<file path="src/hw/disp_pkg.sv">
// Display constants for the status panel
// Seven-segment glyph tables (active high, bit 7 is the dot),
// display modes and the widths of the RGB counters

package disp_pkg;

    localparam int N_DIGITS   = 8;
    localparam int PHASE_BITS = 12;  // PWM period is 2**PHASE_BITS cycles
    localparam int BLINK_BITS = 4;   // Privilege blink once per 16 cycles

    typedef logic [7:0] glyph_t;

    typedef enum logic [1:0] {
        DISP_INIT,
        DISP_LOAD,
        DISP_VALUE
    } disp_mode_e;

    // Hex digits 0 to F
    localparam glyph_t hex_glyph [16] = '{
        8'h7e, 8'h30, 8'h6d, 8'h79,
        8'h33, 8'h5b, 8'h5f, 8'h70,
        8'h7f, 8'h7b, 8'h77, 8'h1f,
        8'h4e, 8'h3d, 8'h4f, 8'h47
    };

    // Power-up banner, digit 0 first
    localparam glyph_t init_glyph [N_DIGITS] = '{
        8'h0d, 8'h1d, 8'h05, 8'h67,
        8'h17, 8'h0d, 8'h05, 8'h77
    };

    // Scrolling banner text
    localparam glyph_t load_glyph [16] = '{
        8'h00, 8'h00, 8'h00, 8'h00,
        8'h00, 8'h00, 8'h00, 8'h0e,  // blanks, then L
        8'h1d, 8'h7d, 8'h3d, 8'h10,  // o a d i
        8'h15, 8'hfb, 8'h80, 8'h80   // n g, trailing dots
    };

endpackage

</file>
<file path="src/hw/soc_pkg.sv">
// SoC core-side types
// Data word, privilege levels and the RGB colour codes that the status
// panel shows for each privilege level of the core

package soc_pkg;

    typedef logic [31:0] word_t;  // PC, instruction word, display value

    // RISC-V privilege encoding, level 2 is reserved
    typedef enum logic [1:0] {
        PRIV_U = 2'd0,
        PRIV_S = 2'd1,
        PRIV_M = 2'd3
    } priv_e;

    // LED colour as {blue, green, red}
    typedef logic [2:0] rgb_t;

    localparam rgb_t RGB_USER    = 3'd1;
    localparam rgb_t RGB_SUPER   = 3'd2;
    localparam rgb_t RGB_MACHINE = 3'd4;

endpackage

</file>
<file path="src/hw/seg_scan_if.sv">
// Digit scan bus
// One scanned digit, its banner glyphs and the display mode,
// passed from the scanner to the segment driver

`timescale 1ns/1ps

interface seg_scan_if;

    logic                         tick;    // New digit, one cycle
    logic [disp_pkg::N_DIGITS-1:0] anode;  // One-cold, active low
    logic [3:0]                   nibble;
    disp_pkg::glyph_t             init_g;
    disp_pkg::glyph_t             load_g;
    disp_pkg::disp_mode_e         mode;

    modport scan  (output tick, anode, nibble, init_g, load_g, mode);
    modport drive (input  tick, anode, nibble, init_g, load_g, mode);

endinterface

</file>
<file path="src/hw/board_status_regs.sv">
// Board status registers
// Heartbeat divider, the loading flag for the scrolling banner
// and the 16-bit LED status word

`timescale 1ns/1ps

module board_status_regs #(
    parameter int HEARTBEAT_HALF = 32000000
) (
    input  logic        CORE_CLK,
    input  logic        CORE_RST_X,
    input  logic        init_done,
    input  logic        init_start,
    input  logic        data_we,
    input  logic        busy,
    output logic        loading,
    output logic [15:0] led
);

    localparam int HB_W = $clog2(HEARTBEAT_HALF + 1);

    logic [HB_W-1:0] hb_cnt;
    logic            heartbeat;

    always_ff @(posedge CORE_CLK) begin
        if (!CORE_RST_X) begin
            hb_cnt    <= '0;
            heartbeat <= 1'b0;
            loading   <= 1'b0;
        end else begin
            if (hb_cnt == HB_W'(HEARTBEAT_HALF - 1)) begin
                hb_cnt    <= '0;
                heartbeat <= ~heartbeat;  // Toggle on wrap
            end else begin
                hb_cnt <= hb_cnt + 1'b1;
            end
            // Image load runs from init_start until init_done
            if (!loading && init_start && !init_done)
                loading <= 1'b1;
            else if (init_done)
                loading <= 1'b0;
        end
    end

    assign led = {12'd0, busy, data_we, init_done, heartbeat};

endmodule

</file>
<file path="src/hw/panel_value_select.sv">
// Panel value selector
// Keeps the last two keyboard and mouse bytes and registers the
// value picked by the push buttons for the hex view

`timescale 1ns/1ps

module panel_value_select (
    input  logic               CORE_CLK,
    input  logic               CORE_RST_X,
    input  logic               kbd_we,
    input  logic [7:0]         kbd_data,
    input  logic               mouse_we,
    input  logic [7:0]         mouse_data,
    input  logic               btn_up,
    input  logic               btn_down,
    input  logic               btn_left,
    input  logic               btn_right,
    input  logic               btn_center,
    input  soc_pkg::word_t     pc,
    input  soc_pkg::word_t     ir,
    output soc_pkg::word_t     value
);

    soc_pkg::word_t hist;  // {mouse prev, mouse last, kbd prev, kbd last}

    always_ff @(posedge CORE_CLK) begin
        if (!CORE_RST_X) begin
            hist  <= '0;
            value <= '0;
        end else begin
            if (kbd_we) begin
                hist[7:0]  <= kbd_data;
                hist[15:8] <= hist[7:0];
            end
            if (mouse_we) begin
                hist[23:16] <= mouse_data;
                hist[31:24] <= hist[23:16];
            end
            if (btn_up || btn_down || btn_center)
                value <= '0;
            else if (btn_left)
                value <= pc;
            else if (btn_right)
                value <= ir;
            else
                value <= hist;
        end
    end

endmodule

</file>
<file path="src/hw/priv_led_select.sv">
// RGB LED source select
// Shows the breathing PWM colour, or a short blink in the colour of
// the current privilege level once per blink period

`timescale 1ns/1ps

module priv_led_select (
    input  logic           CORE_CLK,
    input  logic           CORE_RST_X,
    input  logic [2:0]     pwm,
    input  logic           blink_on,
    input  logic           breathe,
    input  logic           init_done,
    input  soc_pkg::priv_e priv,
    output soc_pkg::rgb_t  rgb
);

    logic          blink_d;
    soc_pkg::rgb_t priv_rgb;

    always_comb begin
        case (priv)
            soc_pkg::PRIV_U: priv_rgb = soc_pkg::RGB_USER;
            soc_pkg::PRIV_S: priv_rgb = soc_pkg::RGB_SUPER;
            soc_pkg::PRIV_M: priv_rgb = soc_pkg::RGB_MACHINE;
            default:         priv_rgb = '0;  // Reserved level stays dark
        endcase
    end

    always_ff @(posedge CORE_CLK) begin
        if (!CORE_RST_X) begin
            blink_d <= 1'b0;
            rgb     <= '0;
        end else begin
            blink_d <= blink_on;
            if (breathe)
                rgb <= pwm;
            else if (!init_done || !blink_d)
                rgb <= '0;
            else
                rgb <= priv_rgb;
        end
    end

endmodule

</file>
<file path="src/hw/rgb_phase_gen.sv">
// RGB phase generator
// Free-running PWM phase and blink counters shared by the channels
// and the privilege blink

`timescale 1ns/1ps

module rgb_phase_gen (
    input  logic                            CORE_CLK,
    input  logic                            CORE_RST_X,
    output logic [disp_pkg::PHASE_BITS-1:0] phase,
    output logic                            phase_zero,
    output logic                            blink_on
);

    logic [disp_pkg::BLINK_BITS-1:0] blink;

    always_ff @(posedge CORE_CLK) begin
        if (!CORE_RST_X) begin
            phase <= '0;
            blink <= '0;
        end else begin
            phase <= phase + 1'b1;
            blink <= blink + 1'b1;
        end
    end

    assign phase_zero = (phase == '0);  // Start of PWM period
    assign blink_on   = (blink == '0);

endmodule

</file>
<file path="src/hw/rgb_pwm_channel.sv">
// Breathing PWM channel
// Level ramps by STEP once per phase period; its top bit flips the
// compare so the duty cycle rises and then falls

`timescale 1ns/1ps

module rgb_pwm_channel #(
    parameter int START_LEVEL = 0,
    parameter int STEP        = 1
) (
    input  logic                            CORE_CLK,
    input  logic                            CORE_RST_X,
    input  logic [disp_pkg::PHASE_BITS-1:0] phase,
    input  logic                            phase_zero,
    output logic                            pwm
);

    localparam int PB = disp_pkg::PHASE_BITS;

    logic [PB:0] level;

    always_ff @(posedge CORE_CLK) begin
        if (!CORE_RST_X) begin
            level <= (PB + 1)'(START_LEVEL);
            pwm   <= 1'b0;
        end else begin
            if (phase_zero)
                level <= level + (PB + 1)'(STEP);
            // Falling half when the top bit is set
            pwm <= level[PB] ? (level[PB-1:0] < phase) : (level[PB-1:0] >= phase);
        end
    end

endmodule

</file>
<file path="src/hw/seg_drive.sv">
// Seven-segment output driver
// Decodes the scanned nibble, picks the glyph for the display mode and
// registers active-low segments together with the anode

`timescale 1ns/1ps

module seg_drive (
    input  logic                          CORE_CLK,
    input  logic                          CORE_RST_X,
    seg_scan_if.drive                     scan,
    output disp_pkg::glyph_t              seg,
    output logic [disp_pkg::N_DIGITS-1:0] an
);

    disp_pkg::glyph_t glyph;

    always_comb begin
        case (scan.mode)
            disp_pkg::DISP_INIT:  glyph = scan.init_g;
            disp_pkg::DISP_LOAD:  glyph = scan.load_g;
            disp_pkg::DISP_VALUE: glyph = disp_pkg::hex_glyph[scan.nibble];
            default:              glyph = '0;
        endcase
    end

    always_ff @(posedge CORE_CLK) begin
        if (!CORE_RST_X) begin
            seg <= '1;  // Blank
            an  <= '1;
        end else if (scan.tick) begin
            seg <= ~glyph;
            an  <= scan.anode;
        end
    end

endmodule

</file>
<file path="src/hw/seg_scan.sv">
// Seven-segment digit scanner
// Steps through the eight digits every SCAN_DIV cycles, scrolls the
// load banner while loading and captures each digit's fields

`timescale 1ns/1ps

module seg_scan #(
    parameter int SCAN_DIV  = 16000,
    parameter int LOAD_STEP = 33554432
) (
    input  logic           CORE_CLK,
    input  logic           CORE_RST_X,
    input  soc_pkg::word_t value,
    input  logic           loading,
    input  logic           init_done,
    seg_scan_if.scan       scan
);

    localparam int SCAN_W  = $clog2(SCAN_DIV + 1);
    localparam int LOAD_W  = $clog2(LOAD_STEP + 1);
    localparam int DIGIT_W = $clog2(disp_pkg::N_DIGITS);

    logic [SCAN_W-1:0]  scan_cnt;
    logic [LOAD_W-1:0]  load_cnt;
    logic [3:0]         load_idx;   // Banner scroll position
    logic [DIGIT_W-1:0] digit;
    logic [3:0]         load_pos;

    // Digit d shows banner entry idx+7-d, wrapping at 16
    always_comb begin
        load_pos = load_idx + 4'd7 - 4'(digit);
    end

    always_ff @(posedge CORE_CLK) begin
        if (!CORE_RST_X) begin
            scan_cnt    <= '0;
            load_cnt    <= '0;
            load_idx    <= '0;
            digit       <= '0;
            scan.tick   <= 1'b0;
            scan.anode  <= '1;
            scan.nibble <= '0;
            scan.init_g <= '0;
            scan.load_g <= '0;
            scan.mode   <= disp_pkg::DISP_INIT;
        end else begin
            if (loading) begin
                load_cnt <= (load_cnt == LOAD_W'(LOAD_STEP - 1)) ? '0 : load_cnt + 1'b1;
                if (load_cnt == '0)
                    load_idx <= load_idx + 4'd1;  // First loading cycle steps too
            end

            scan_cnt  <= (scan_cnt == SCAN_W'(SCAN_DIV - 1)) ? '0 : scan_cnt + 1'b1;
            scan.tick <= (scan_cnt == '0);
            if (scan_cnt == '0) begin
                digit       <= digit + 1'b1;  // Wraps after digit 7
                scan.anode  <= ~(disp_pkg::N_DIGITS'(1) << digit);
                scan.nibble <= value[{digit, 2'b00} +: 4];
                scan.init_g <= disp_pkg::init_glyph[digit];
                scan.load_g <= disp_pkg::load_glyph[load_pos];
                if (loading)
                    scan.mode <= disp_pkg::DISP_LOAD;
                else if (!init_done)
                    scan.mode <= disp_pkg::DISP_INIT;
                else
                    scan.mode <= disp_pkg::DISP_VALUE;
            end
        end
    end

endmodule

</file>
<file path="src/hw/status_panel_top.sv">
// Status panel top level
// Seven-segment display, LED status word and RGB LED driven from
// the core status inputs of the SoC

`timescale 1ns/1ps

module status_panel_top #(
    parameter int HEARTBEAT_HALF = 32000000,
    parameter int SCAN_DIV       = 16000,
    parameter int LOAD_STEP      = 33554432
) (
    input  logic           CORE_CLK,
    input  logic           CORE_RST_X,
    input  logic           init_done,
    input  logic           init_start,
    input  logic           data_we,
    input  logic           busy,
    input  logic           kbd_we,
    input  logic [7:0]     kbd_data,
    input  logic           mouse_we,
    input  logic [7:0]     mouse_data,
    input  logic           btn_up,
    input  logic           btn_down,
    input  logic           btn_left,
    input  logic           btn_right,
    input  logic           btn_center,
    input  soc_pkg::word_t pc,
    input  soc_pkg::word_t ir,
    input  soc_pkg::priv_e priv,
    input  logic           breathe,
    output logic [15:0]    led,
    output logic [7:0]     seg,
    output logic [7:0]     an,
    output soc_pkg::rgb_t  rgb
);

    // Channel table, index 0 red, 1 green, 2 blue
    localparam int CH_START [3] = '{512, 64, 0};
    localparam int CH_STEP  [3] = '{5, 3, 2};

    logic                            loading;
    soc_pkg::word_t                  value;
    logic [disp_pkg::PHASE_BITS-1:0] phase;
    logic                            phase_zero;
    logic                            blink_on;
    logic [2:0]                      pwm;

    seg_scan_if scan_bus ();

    board_status_regs #(.HEARTBEAT_HALF(HEARTBEAT_HALF)) board_status_regs_i (
        .CORE_CLK(CORE_CLK), .CORE_RST_X(CORE_RST_X), .init_done(init_done),
        .init_start(init_start), .data_we(data_we), .busy(busy),
        .loading(loading), .led(led));

    panel_value_select panel_value_select_i (
        .CORE_CLK(CORE_CLK), .CORE_RST_X(CORE_RST_X),
        .kbd_we(kbd_we), .kbd_data(kbd_data), .mouse_we(mouse_we), .mouse_data(mouse_data),
        .btn_up(btn_up), .btn_down(btn_down), .btn_left(btn_left), .btn_right(btn_right),
        .btn_center(btn_center), .pc(pc), .ir(ir), .value(value));

    seg_scan #(.SCAN_DIV(SCAN_DIV), .LOAD_STEP(LOAD_STEP)) seg_scan_i (
        .CORE_CLK(CORE_CLK), .CORE_RST_X(CORE_RST_X), .value(value),
        .loading(loading), .init_done(init_done), .scan(scan_bus.scan));

    seg_drive seg_drive_i (
        .CORE_CLK(CORE_CLK), .CORE_RST_X(CORE_RST_X), .scan(scan_bus.drive),
        .seg(seg), .an(an));

    rgb_phase_gen rgb_phase_gen_i (
        .CORE_CLK(CORE_CLK), .CORE_RST_X(CORE_RST_X), .phase(phase),
        .phase_zero(phase_zero), .blink_on(blink_on));

    for (genvar i = 0; i < 3; i++) begin : g_ch
        rgb_pwm_channel #(.START_LEVEL(CH_START[i]), .STEP(CH_STEP[i])) rgb_pwm_channel_i (
            .CORE_CLK(CORE_CLK), .CORE_RST_X(CORE_RST_X), .phase(phase),
            .phase_zero(phase_zero), .pwm(pwm[i]));
    end

    priv_led_select priv_led_select_i (
        .CORE_CLK(CORE_CLK), .CORE_RST_X(CORE_RST_X), .pwm(pwm), .blink_on(blink_on),
        .breathe(breathe), .init_done(init_done), .priv(priv), .rgb(rgb));

endmodule

</file>
<file path="config.mk">
export PLATFORM = sky130hd
export DESIGN_NAME = status_panel_top
export DESIGN_NICKNAME = d
export VERILOG_FILES = /design/src/hw/disp_pkg.sv /design/src/hw/soc_pkg.sv /design/src/hw/seg_scan_if.sv /design/src/hw/board_status_regs.sv /design/src/hw/panel_value_select.sv /design/src/hw/priv_led_select.sv /design/src/hw/rgb_phase_gen.sv /design/src/hw/rgb_pwm_channel.sv /design/src/hw/seg_drive.sv /design/src/hw/seg_scan.sv /design/src/hw/status_panel_top.sv
export SDC_FILE = /design/constraint.sdc
export NUM_CORES = 1
export LEC_CHECK = 0
export BUFFER_PORTS_ARGS = -buffer_cell sky130_fd_sc_hd__buf_2
export CAP_MARGIN = 10
export CORE_ASPECT_RATIO = 0.9
export CORE_MARGIN = 2
export CORE_UTILIZATION = 30
export DETAILED_ROUTE_END_ITERATION = 7
export PLACE_DENSITY = 0.48
export RECOVER_POWER = 100
export SYNTH_ARGS = -nofsm -noshare
export SYNTH_HDL_FRONTEND = slang
export SYNTH_SLANG_ARGS = --single-unit
</file>
<file path="constraint.sdc">
create_clock -name CORE_CLK -period 2.9 [get_ports CORE_CLK]
set_input_delay 0.145 -clock CORE_CLK [delete_from_list [all_inputs] [get_ports CORE_CLK]]
set_output_delay 0.145 -clock CORE_CLK [all_outputs]
set_load 0.02 [all_outputs]
</file>
## Yosys cells after proc, flatten, opt, wreduce, memory -nomap -nowiden

Memories as Yosys holds them, arrays and structs flattened. A register that Yosys moved wholly into a read port is not among the register bits.
Cells that the tools add are included.
Widths: inputs -> output; s select.

| cells by class | value |
|---|---|
| add/sub/neg operators | 12 |
| $lt $le $gt $ge | 7 |
| equal/unequal tests | 7 |
| shifts and indexed selects | 2 |
| multiplexer cells | 16 |
| bitwise gates (word level) | 7 |
| reduce and logical (&&, ||, !) cells | 21 |

Operators by type and width:

| kind | count |
|---|---|
| $mux 32 | 2 |
| $ge 12x12->1 | 3 |
| $lt 12x12->1 | 3 |
| $shiftx 32x6->4 | 1 |
| $add 13x2->13 const B | 2 |
| $add 26x1->26 const B | 1 |
| $eq 26x25->1 const B | 1 |
| $logic_not 26->1 | 1 |
| $mux 26 | 1 |
| $add 25x1->25 const B | 1 |
| $eq 25x25->1 const B | 1 |
| $pmux 8 s3 | 1 |
| $mux 8 | 2 |
| $not 8->8 | 2 |
| $add 14x1->14 const B | 1 |
| $eq 14x14->1 const B | 1 |
| $logic_not 14->1 | 1 |
| $add 13x3->13 const B | 1 |
| $add 12x1->12 const B | 1 |
| $logic_not 12->1 | 1 |
| $not 4->5 | 2 |
| $pmux 3 s3 | 1 |
| $add 4x1->4 const B | 2 |
| $shl 1x3->8 const A | 1 |
| 19 further kinds | 38 |

| word-level totals | value |
|---|---|
| flip-flop bits (word level) | 231 |
| bits in read-only memories | 320 |
| input bits | 96 |
| output and inout bits | 35 |
| word-level logic and storage cells | 101 |
| memories kept | 3 |

Memory list:

| name | depth | width | read ports | clocked after memory_dff | wr ports | RTL line | RTL |
|---|---|---|---|---|---|---|---|
| (no name shown) | 16 | 8 | 1 | 1 | 0 | seg_scan.sv:60 | `scan.load_g <= disp_pkg::load_glyph[load_pos];` |
| (no name shown) | 16 | 8 | 1 | 0 | 0 | seg_drive.sv:21 | `disp_pkg::DISP_VALUE: glyph = disp_pkg::hex_glyph[scan.nibble];` |
| (no name shown) | 8 | 8 | 1 | 1 | 0 | seg_scan.sv:59 | `scan.init_g <= disp_pkg::init_glyph[digit];` |

## Logic depth before layout (Yosys ltp)

| logic depth | value |
|---|---|
| depth in word-level cells | 6 |
| depth in mapped cells | 11 |

## Cells and area by module

Synthesis repeated with hierarchy kept, for this count alone.

| second synthesis, totals | value |
|---|---|
| cells, all modules | 1351 |
| area total of the unflattened synthesis | 12544.5 sq um |

Modules (own cells, without submodules):

| module | times used | cells each | area each (sq um) | sequential area each (sq um) |
|---|---|---|---|---|
| seg_scan | 1 | 435 | 3789.9 | 1501.4 |
| panel_value_select | 1 | 247 | 2839.0 | 1281.2 |
| board_status_regs | 1 | 157 | 1382.6 | 540.5 |
| seg_drive | 1 | 107 | 1004.7 | 320.3 |
| rgb_pwm_channel at g_ch[0].rgb_pwm_channel_i | 1 | 109 | 935.9 | 280.3 |
| rgb_pwm_channel at g_ch[1].rgb_pwm_channel_i | 1 | 109 | 932.1 | 280.3 |
| rgb_pwm_channel at g_ch[2].rgb_pwm_channel_i | 1 | 93 | 797.0 | 260.2 |
| rgb_phase_gen | 1 | 78 | 713.2 | 320.3 |
| priv_led_select | 1 | 16 | 150.1 | 80.1 |

## Least setup slack after synthesis

OpenSTA, ideal clock, no wires.

| path | value |
|---|---|
| path kind | reg2reg |
| from | reg seg_scan_i.digit[1] |
| to | reg seg_scan_i.scan.load_g[1] |
| library setup time | 0.115 ns |
| arrival | 2.618 ns |
| data required time | 2.785 ns |
| path slack | 0.167 ns |
| stages on the path, launching flop included | 12 |
| cell sequence | dfxtp_1 -> clkbuf_1 -> inv_1 -> ha_1 -> ha_1 -> inv_1 -> fa_1 -> xnor2_1 -> xnor2_1 -> mux2i_1 -> o31ai_1 -> and2_1 |

| between the ends | value |
|---|---|
| word-level cells in the longest chain between the ends | 2 |

Ends and longest elaborated chain:

| element | RTL line | RTL |
|---|---|---|
| from (decl) | seg_scan.sv:26 | `logic [DIGIT_W-1:0] digit;` |
| from (signal assigned) | seg_scan.sv:56 | `digit <= digit + 1'b1;` |
| $sub 4x3->4 | seg_scan.sv:31 | `load_pos = load_idx + 4'd7 - 4'(digit);` |
| $not 4->5 (not written as such) | seg_scan.sv:60 |  |
| to (decl) | seg_scan_if.sv:16 | `modport scan (output tick, anode, nibble, init_g, load_g, mode);` |

Every way passes these cells.
A chain may end at the register's enable or synchronous reset.

## Worst setup path after layout

Same ends and word-level chain as after synthesis.

==> run_summary.xml <==
<?xml version="1.0" encoding="UTF-8"?>
<metrics>
  <group name="global_routing">
    <metric name="grt_first_pass_wirelength" unit="um">45300</metric>
    <metric name="grt_start_max_net_pins" unit="">72</metric>
    <metric name="number_of_global_route_vias_before_repair" unit="">9193</metric>
    <metric name="grt_overflow" unit="">0</metric>
    <metric name="antenna_violations_before_repair" unit="">0</metric>
    <metric name="grtUsageTotal" unit="">0.130</metric>
  </group>
  <group name="die">
    <metric name="ios" unit="">131</metric>
    <metric name="floorplan.core_area" unit="um2">39300</metric>
    <metric name="die_w" unit="um">214</metric>
    <metric name="initial_core_util" unit="">0.303</metric>
    <metric name="chipHeight" unit="um">193</metric>
    <metric name="die-area" unit="um2">41300</metric>
    <metric name="row_count" unit="">69</metric>
  </group>
  <group name="cells_and_area">
    <metric name="area_delta_synth_final" unit="%">23.2</metric>
    <metric name="layout.filler_cells" unit="">3989</metric>
    <metric name="drive_gt1_frac" unit="">0.114</metric>
    <metric name="antenna_cells" unit="">0</metric>
    <metric name="finalCoreUtilization" unit="">0.373</metric>
    <metric name="layout_net_count" unit="">1675</metric>
    <metric name="layout.cells.most_common" unit="">sky130_fd_sc_hd__dfxtp_1</metric>
    <metric name="mostFrequentLayoutCells" unit="">sky130_fd_sc_hd__dfxtp_1 (243), sky130_fd_sc_hd__nor2_1 (229), sky130_fd_sc_hd__buf_2 (92)</metric>
  </group>
  <group name="clock_network">
    <metric name="cts-root-buf" unit="">sky130_fd_sc_hd__clkbuf_16</metric>
    <metric name="cts_tree" unit="">yes</metric>
    <metric name="cts.sink_count" unit="">243</metric>
    <metric name="cts_bufs_inserted" unit="">29</metric>
    <metric name="cts.htree.levels" unit="">1</metric>
    <metric name="insertion_delay" unit="ns">0.56</metric>
    <metric name="postCtsResizedCells" unit="">0</metric>
    <metric name="cts.clk_slew.worst_paths" unit="ns">0.06</metric>
    <metric name="clk_buf_depth" unit="">3</metric>
  </group>
  <group name="pwr">
    <metric name="p_leak" unit="nW">5.78</metric>
    <metric name="ir_drop" unit="V">0.000464</metric>
    <metric name="powerDensity" unit="nW/um2">585</metric>
  </group>
  <group name="critical_path">
    <metric name="endpoint_kind" unit="">flop</metric>
    <metric name="timing.critical_path.fanout_max" unit="">8</metric>
    <metric name="path_cells" unit="">inv_1, ha_1, ha_1, inv_1, fa_1, xnor2_1, xnor2_1, mux2i_1, o31ai_1, and2_0</metric>
    <metric name="worstPathArrival" unit="ns">3.00</metric>
    <metric name="critical_path_required" unit="ns">3.34</metric>
    <metric name="critPathSlowestCell" unit="">sky130_fd_sc_hd__xnor2_1</metric>
    <metric name="timing_worst_setup_path_type" unit="">flop to flop</metric>
    <metric name="critical-path-top-delay-family" unit="">adder cells</metric>
    <metric name="timing.critical_path.slowest_cell_delay" unit="ns">0.54</metric>
    <metric name="setup.worst_path.start_class" unit="">flop</metric>
    <metric name="critPathBufInv" unit="">2</metric>
  </group>
  <group name="place">
    <metric name="place.detailed.hpwl" unit="um">18700</metric>
    <metric name="io_buffers" unit="">114</metric>
    <metric name="gp_congestion" unit="">0.767</metric>
  </group>
  <group name="timing">
    <metric name="timing.final.max_slew_violations" unit="">0</metric>
    <metric name="setup_viol" unit="">0</metric>
    <metric name="hold_viol" unit="">0</metric>
    <metric name="timing.fmax" unit="GHz">0.392</metric>
    <metric name="final.min_clock_period" unit="ns">2.55</metric>
    <metric name="setup_tns" unit="ns">0</metric>
    <metric name="worstMarginPinSlew" unit="ns">1.44</metric>
    <metric name="slew_headroom" unit="">0.0411</metric>
    <metric name="timing.final.crit_share" unit="">0.880</metric>
    <metric name="rsz0062_at_grt" unit="">false</metric>
    <metric name="fin_worst_skew" unit="ns">0.0120</metric>
  </group>
  <group name="synthesis">
    <metric name="number_of_enable_type_register_cells_in_the_synthesized_netlist" unit="">0</metric>
    <metric name="yosys_register_bits" unit="">243</metric>
    <metric name="synth_ff_type" unit="">sky130_fd_sc_hd__dfxtp_1</metric>
    <metric name="synthesis.area_per_instance" unit="um2">8.95</metric>
    <metric name="yosys.cell_types.count" unit="">60</metric>
    <metric name="ys.warnings.count" unit="">0</metric>
    <metric name="seq_area_frac_synth" unit="">0.409</metric>
    <metric name="netlist_instances" unit="">1331</metric>
    <metric name="ys_async_sr_fraction" unit="">0</metric>
    <metric name="synth_area" unit="um2">11900</metric>
  </group>
  <group name="routing">
    <metric name="detail_route.vias_per_cell" unit="">4.59</metric>
    <metric name="drc" unit="">0</metric>
    <metric name="detailedRoute.firstIterationViolations" unit="">286</metric>
    <metric name="first_pass_iters" unit="">4</metric>
    <metric name="drt.antenna.violating_nets" unit="">0</metric>
    <metric name="avgRoutedWirePerCell" unit="um">13.1</metric>
    <metric name="detail_route.wirelength" unit="um">27100</metric>
    <metric name="vias" unit="">9480</metric>
  </group>
  <group name="status">
    <metric name="run_status" unit="">finished, final reports clean</metric>
  </group>
  <group name="flow_run">
    <metric name="maxCapViolations" unit="">0</metric>
  </group>
  <group name="hold_path">
    <metric name="hold_path.class" unit="">input pin to flop</metric>
  </group>
</metrics>
final cells by class:
class | instances | area [um2] | area share
Clock buffer | 37 | 796 | 0.0542
Clock inverter | 16 | 234 | 0.0159
Inverter | 42 | 159 | 0.0108
Multi-Input combinational cell | 977 | 6440 | 0.439
Sequential cell | 243 | 4860 | 0.332
Tap cell | 532 | 666 | 0.0454
Timing Repair Buffer | 217 | 1510 | 0.103
cell usage after synthesis (11+ instances only):
cell,number,share of area
sky130_fd_sc_hd__and3_1,11,0.0058
sky130_fd_sc_hd__nand3_1,43,0.018
sky130_fd_sc_hd__and4_1,14,0.010
sky130_fd_sc_hd__and2_1,26,0.014
sky130_fd_sc_hd__ha_1,68,0.071
sky130_fd_sc_hd__dfxtp_1,243,0.41
sky130_fd_sc_hd__nand4_1,39,0.020
sky130_fd_sc_hd__nor2b_1,11,0.0058
sky130_fd_sc_hd__nor3_1,25,0.011
sky130_fd_sc_hd__mux2i_1,82,0.069
sky130_fd_sc_hd__xor2_1,48,0.035
sky130_fd_sc_hd__nor4_1,12,0.0063
sky130_fd_sc_hd__a21oi_1,67,0.028
sky130_fd_sc_hd__xnor2_1,56,0.041
sky130_fd_sc_hd__clkbuf_1,44,0.014
sky130_fd_sc_hd__nand2_1,87,0.027
sky130_fd_sc_hd__o21ai_0,24,0.010
sky130_fd_sc_hd__nor2_1,229,0.072
sky130_fd_sc_hd__inv_1,40,0.013
sky130_fd_sc_hd__buf_4,18,0.011
kinds of logic (layout without fill, tap and decap cells):
| kind of cell | count (synthesis) | in the layout | share of synthesized area |
|---|---|---|---|
| and+or+nand+nor | 550 | 550 | 0.233 |
| DFF | 243 | 243 | 0.409 |
| AOI/OAI and AO/OA | 151 | 151 | 0.0780 |
| buffers and inverters | 122 | 312 | 0.0457 |
| xor gates and xnor gates | 104 | 104 | 0.0765 |
| muxes | 91 | 91 | 0.0850 |
| adders and majority gates | 69 | 69 | 0.0731 |
| other | 1 | 12 | 0.000315 |
report_power, final:
part	leakage (nW)	switching, W	internal (W)
clock	0.496	0.00147	0.00239
combinational	3.31	0.000599	0.000508
sequential	1.98	0.000121	0.00348
through the flow:
stage | setup WS [ns] | cells | hold slack [ns] | area [um2] | total power (W)
detailed placement | 0.376 | 1925 | 0.290 | 12900 | 0.00471
global placement | 0.432 | 1925 | 0.290 | 12900 | 0.00471
CTS | 0.360 | 2064 | 0.00458 | 14800 | 0.00875
floorplan | 0.167 | 1342 | 0.224 | 11900 | 0.00442
finish | 0.347 | 2064 | 0.0245 | 14700 | 0.00858
global route | 0.137 | 2064 | 0.0649 | 14700 | 0.00903
path summary, 6_finish.rpt:
kind / startpoint / end / slack, ns / cells past startpoint
setup reg to reg: seg_scan_i.digit[1]$_SDFFE_PN0P_ / seg_scan_i.scan.load_g[1]$_SDFFE_PN0P_ / 0.35 / 10
hold / removal: ir[16] / panel_value_select_i.value[16]$_SDFF_PP0_ / 0.02 / 5
hold reg to reg: rgb_phase_gen_i.blink[3]$_SDFF_PN0_ / priv_led_select_i.blink_d$_SDFF_PN0_ / 0.44 / 1
setup / recovery: seg_scan_i.digit[1]$_SDFFE_PN0P_ / seg_scan_i.scan.load_g[1]$_SDFFE_PN0P_ / 0.35 / 10
tightest hold or removal path, cell delays in order:
cell and delay (ns):
sky130_fd_sc_hd__buf_2 0.08, sky130_fd_sc_hd__mux2i_1 0.08, sky130_fd_sc_hd__nor2_1 0.09, sky130_fd_sc_hd__a21oi_1 0.07, sky130_fd_sc_hd__nor2_1 0.08
state kept, by name (all words and copies together), names as in the netlist, 5 cells and up:
name and cells:
seg_scan_i.scan.load_g 8, seg_scan_i.scan_cnt 14, board_status_regs_i.hb_cnt 25, seg_scan_i.scan.anode 8
rgb_phase_gen_i.phase 12, seg_drive_i.an 8, g_ch.rgb_pwm_channel_i.level 38, seg_scan_i.load_cnt 26
panel_value_select_i.hist 32, seg_scan_i.scan.init_g 5, panel_value_select_i.value 32, seg_drive_i.seg 8
layer usage:
layer / share of wire / track usage / vias up
met5: 0 / 0 / -
met4: 0.019 / 0.0309 / 0
met3: 0.049 / 0.0298 / 37
met2: 0.43 / 0.218 / 157
met1: 0.50 / 0.172 / 4343
li1: - / - / 4943
repair_timing:
| item | in CTS | in global routing |
|---|---|---|
| endpoints found under the hold margin | 54 | 0 |
| buffers inserted | 0 | 0 |
| hold buffers | 86 | 0 |
(Power assumes the default switching activity.)
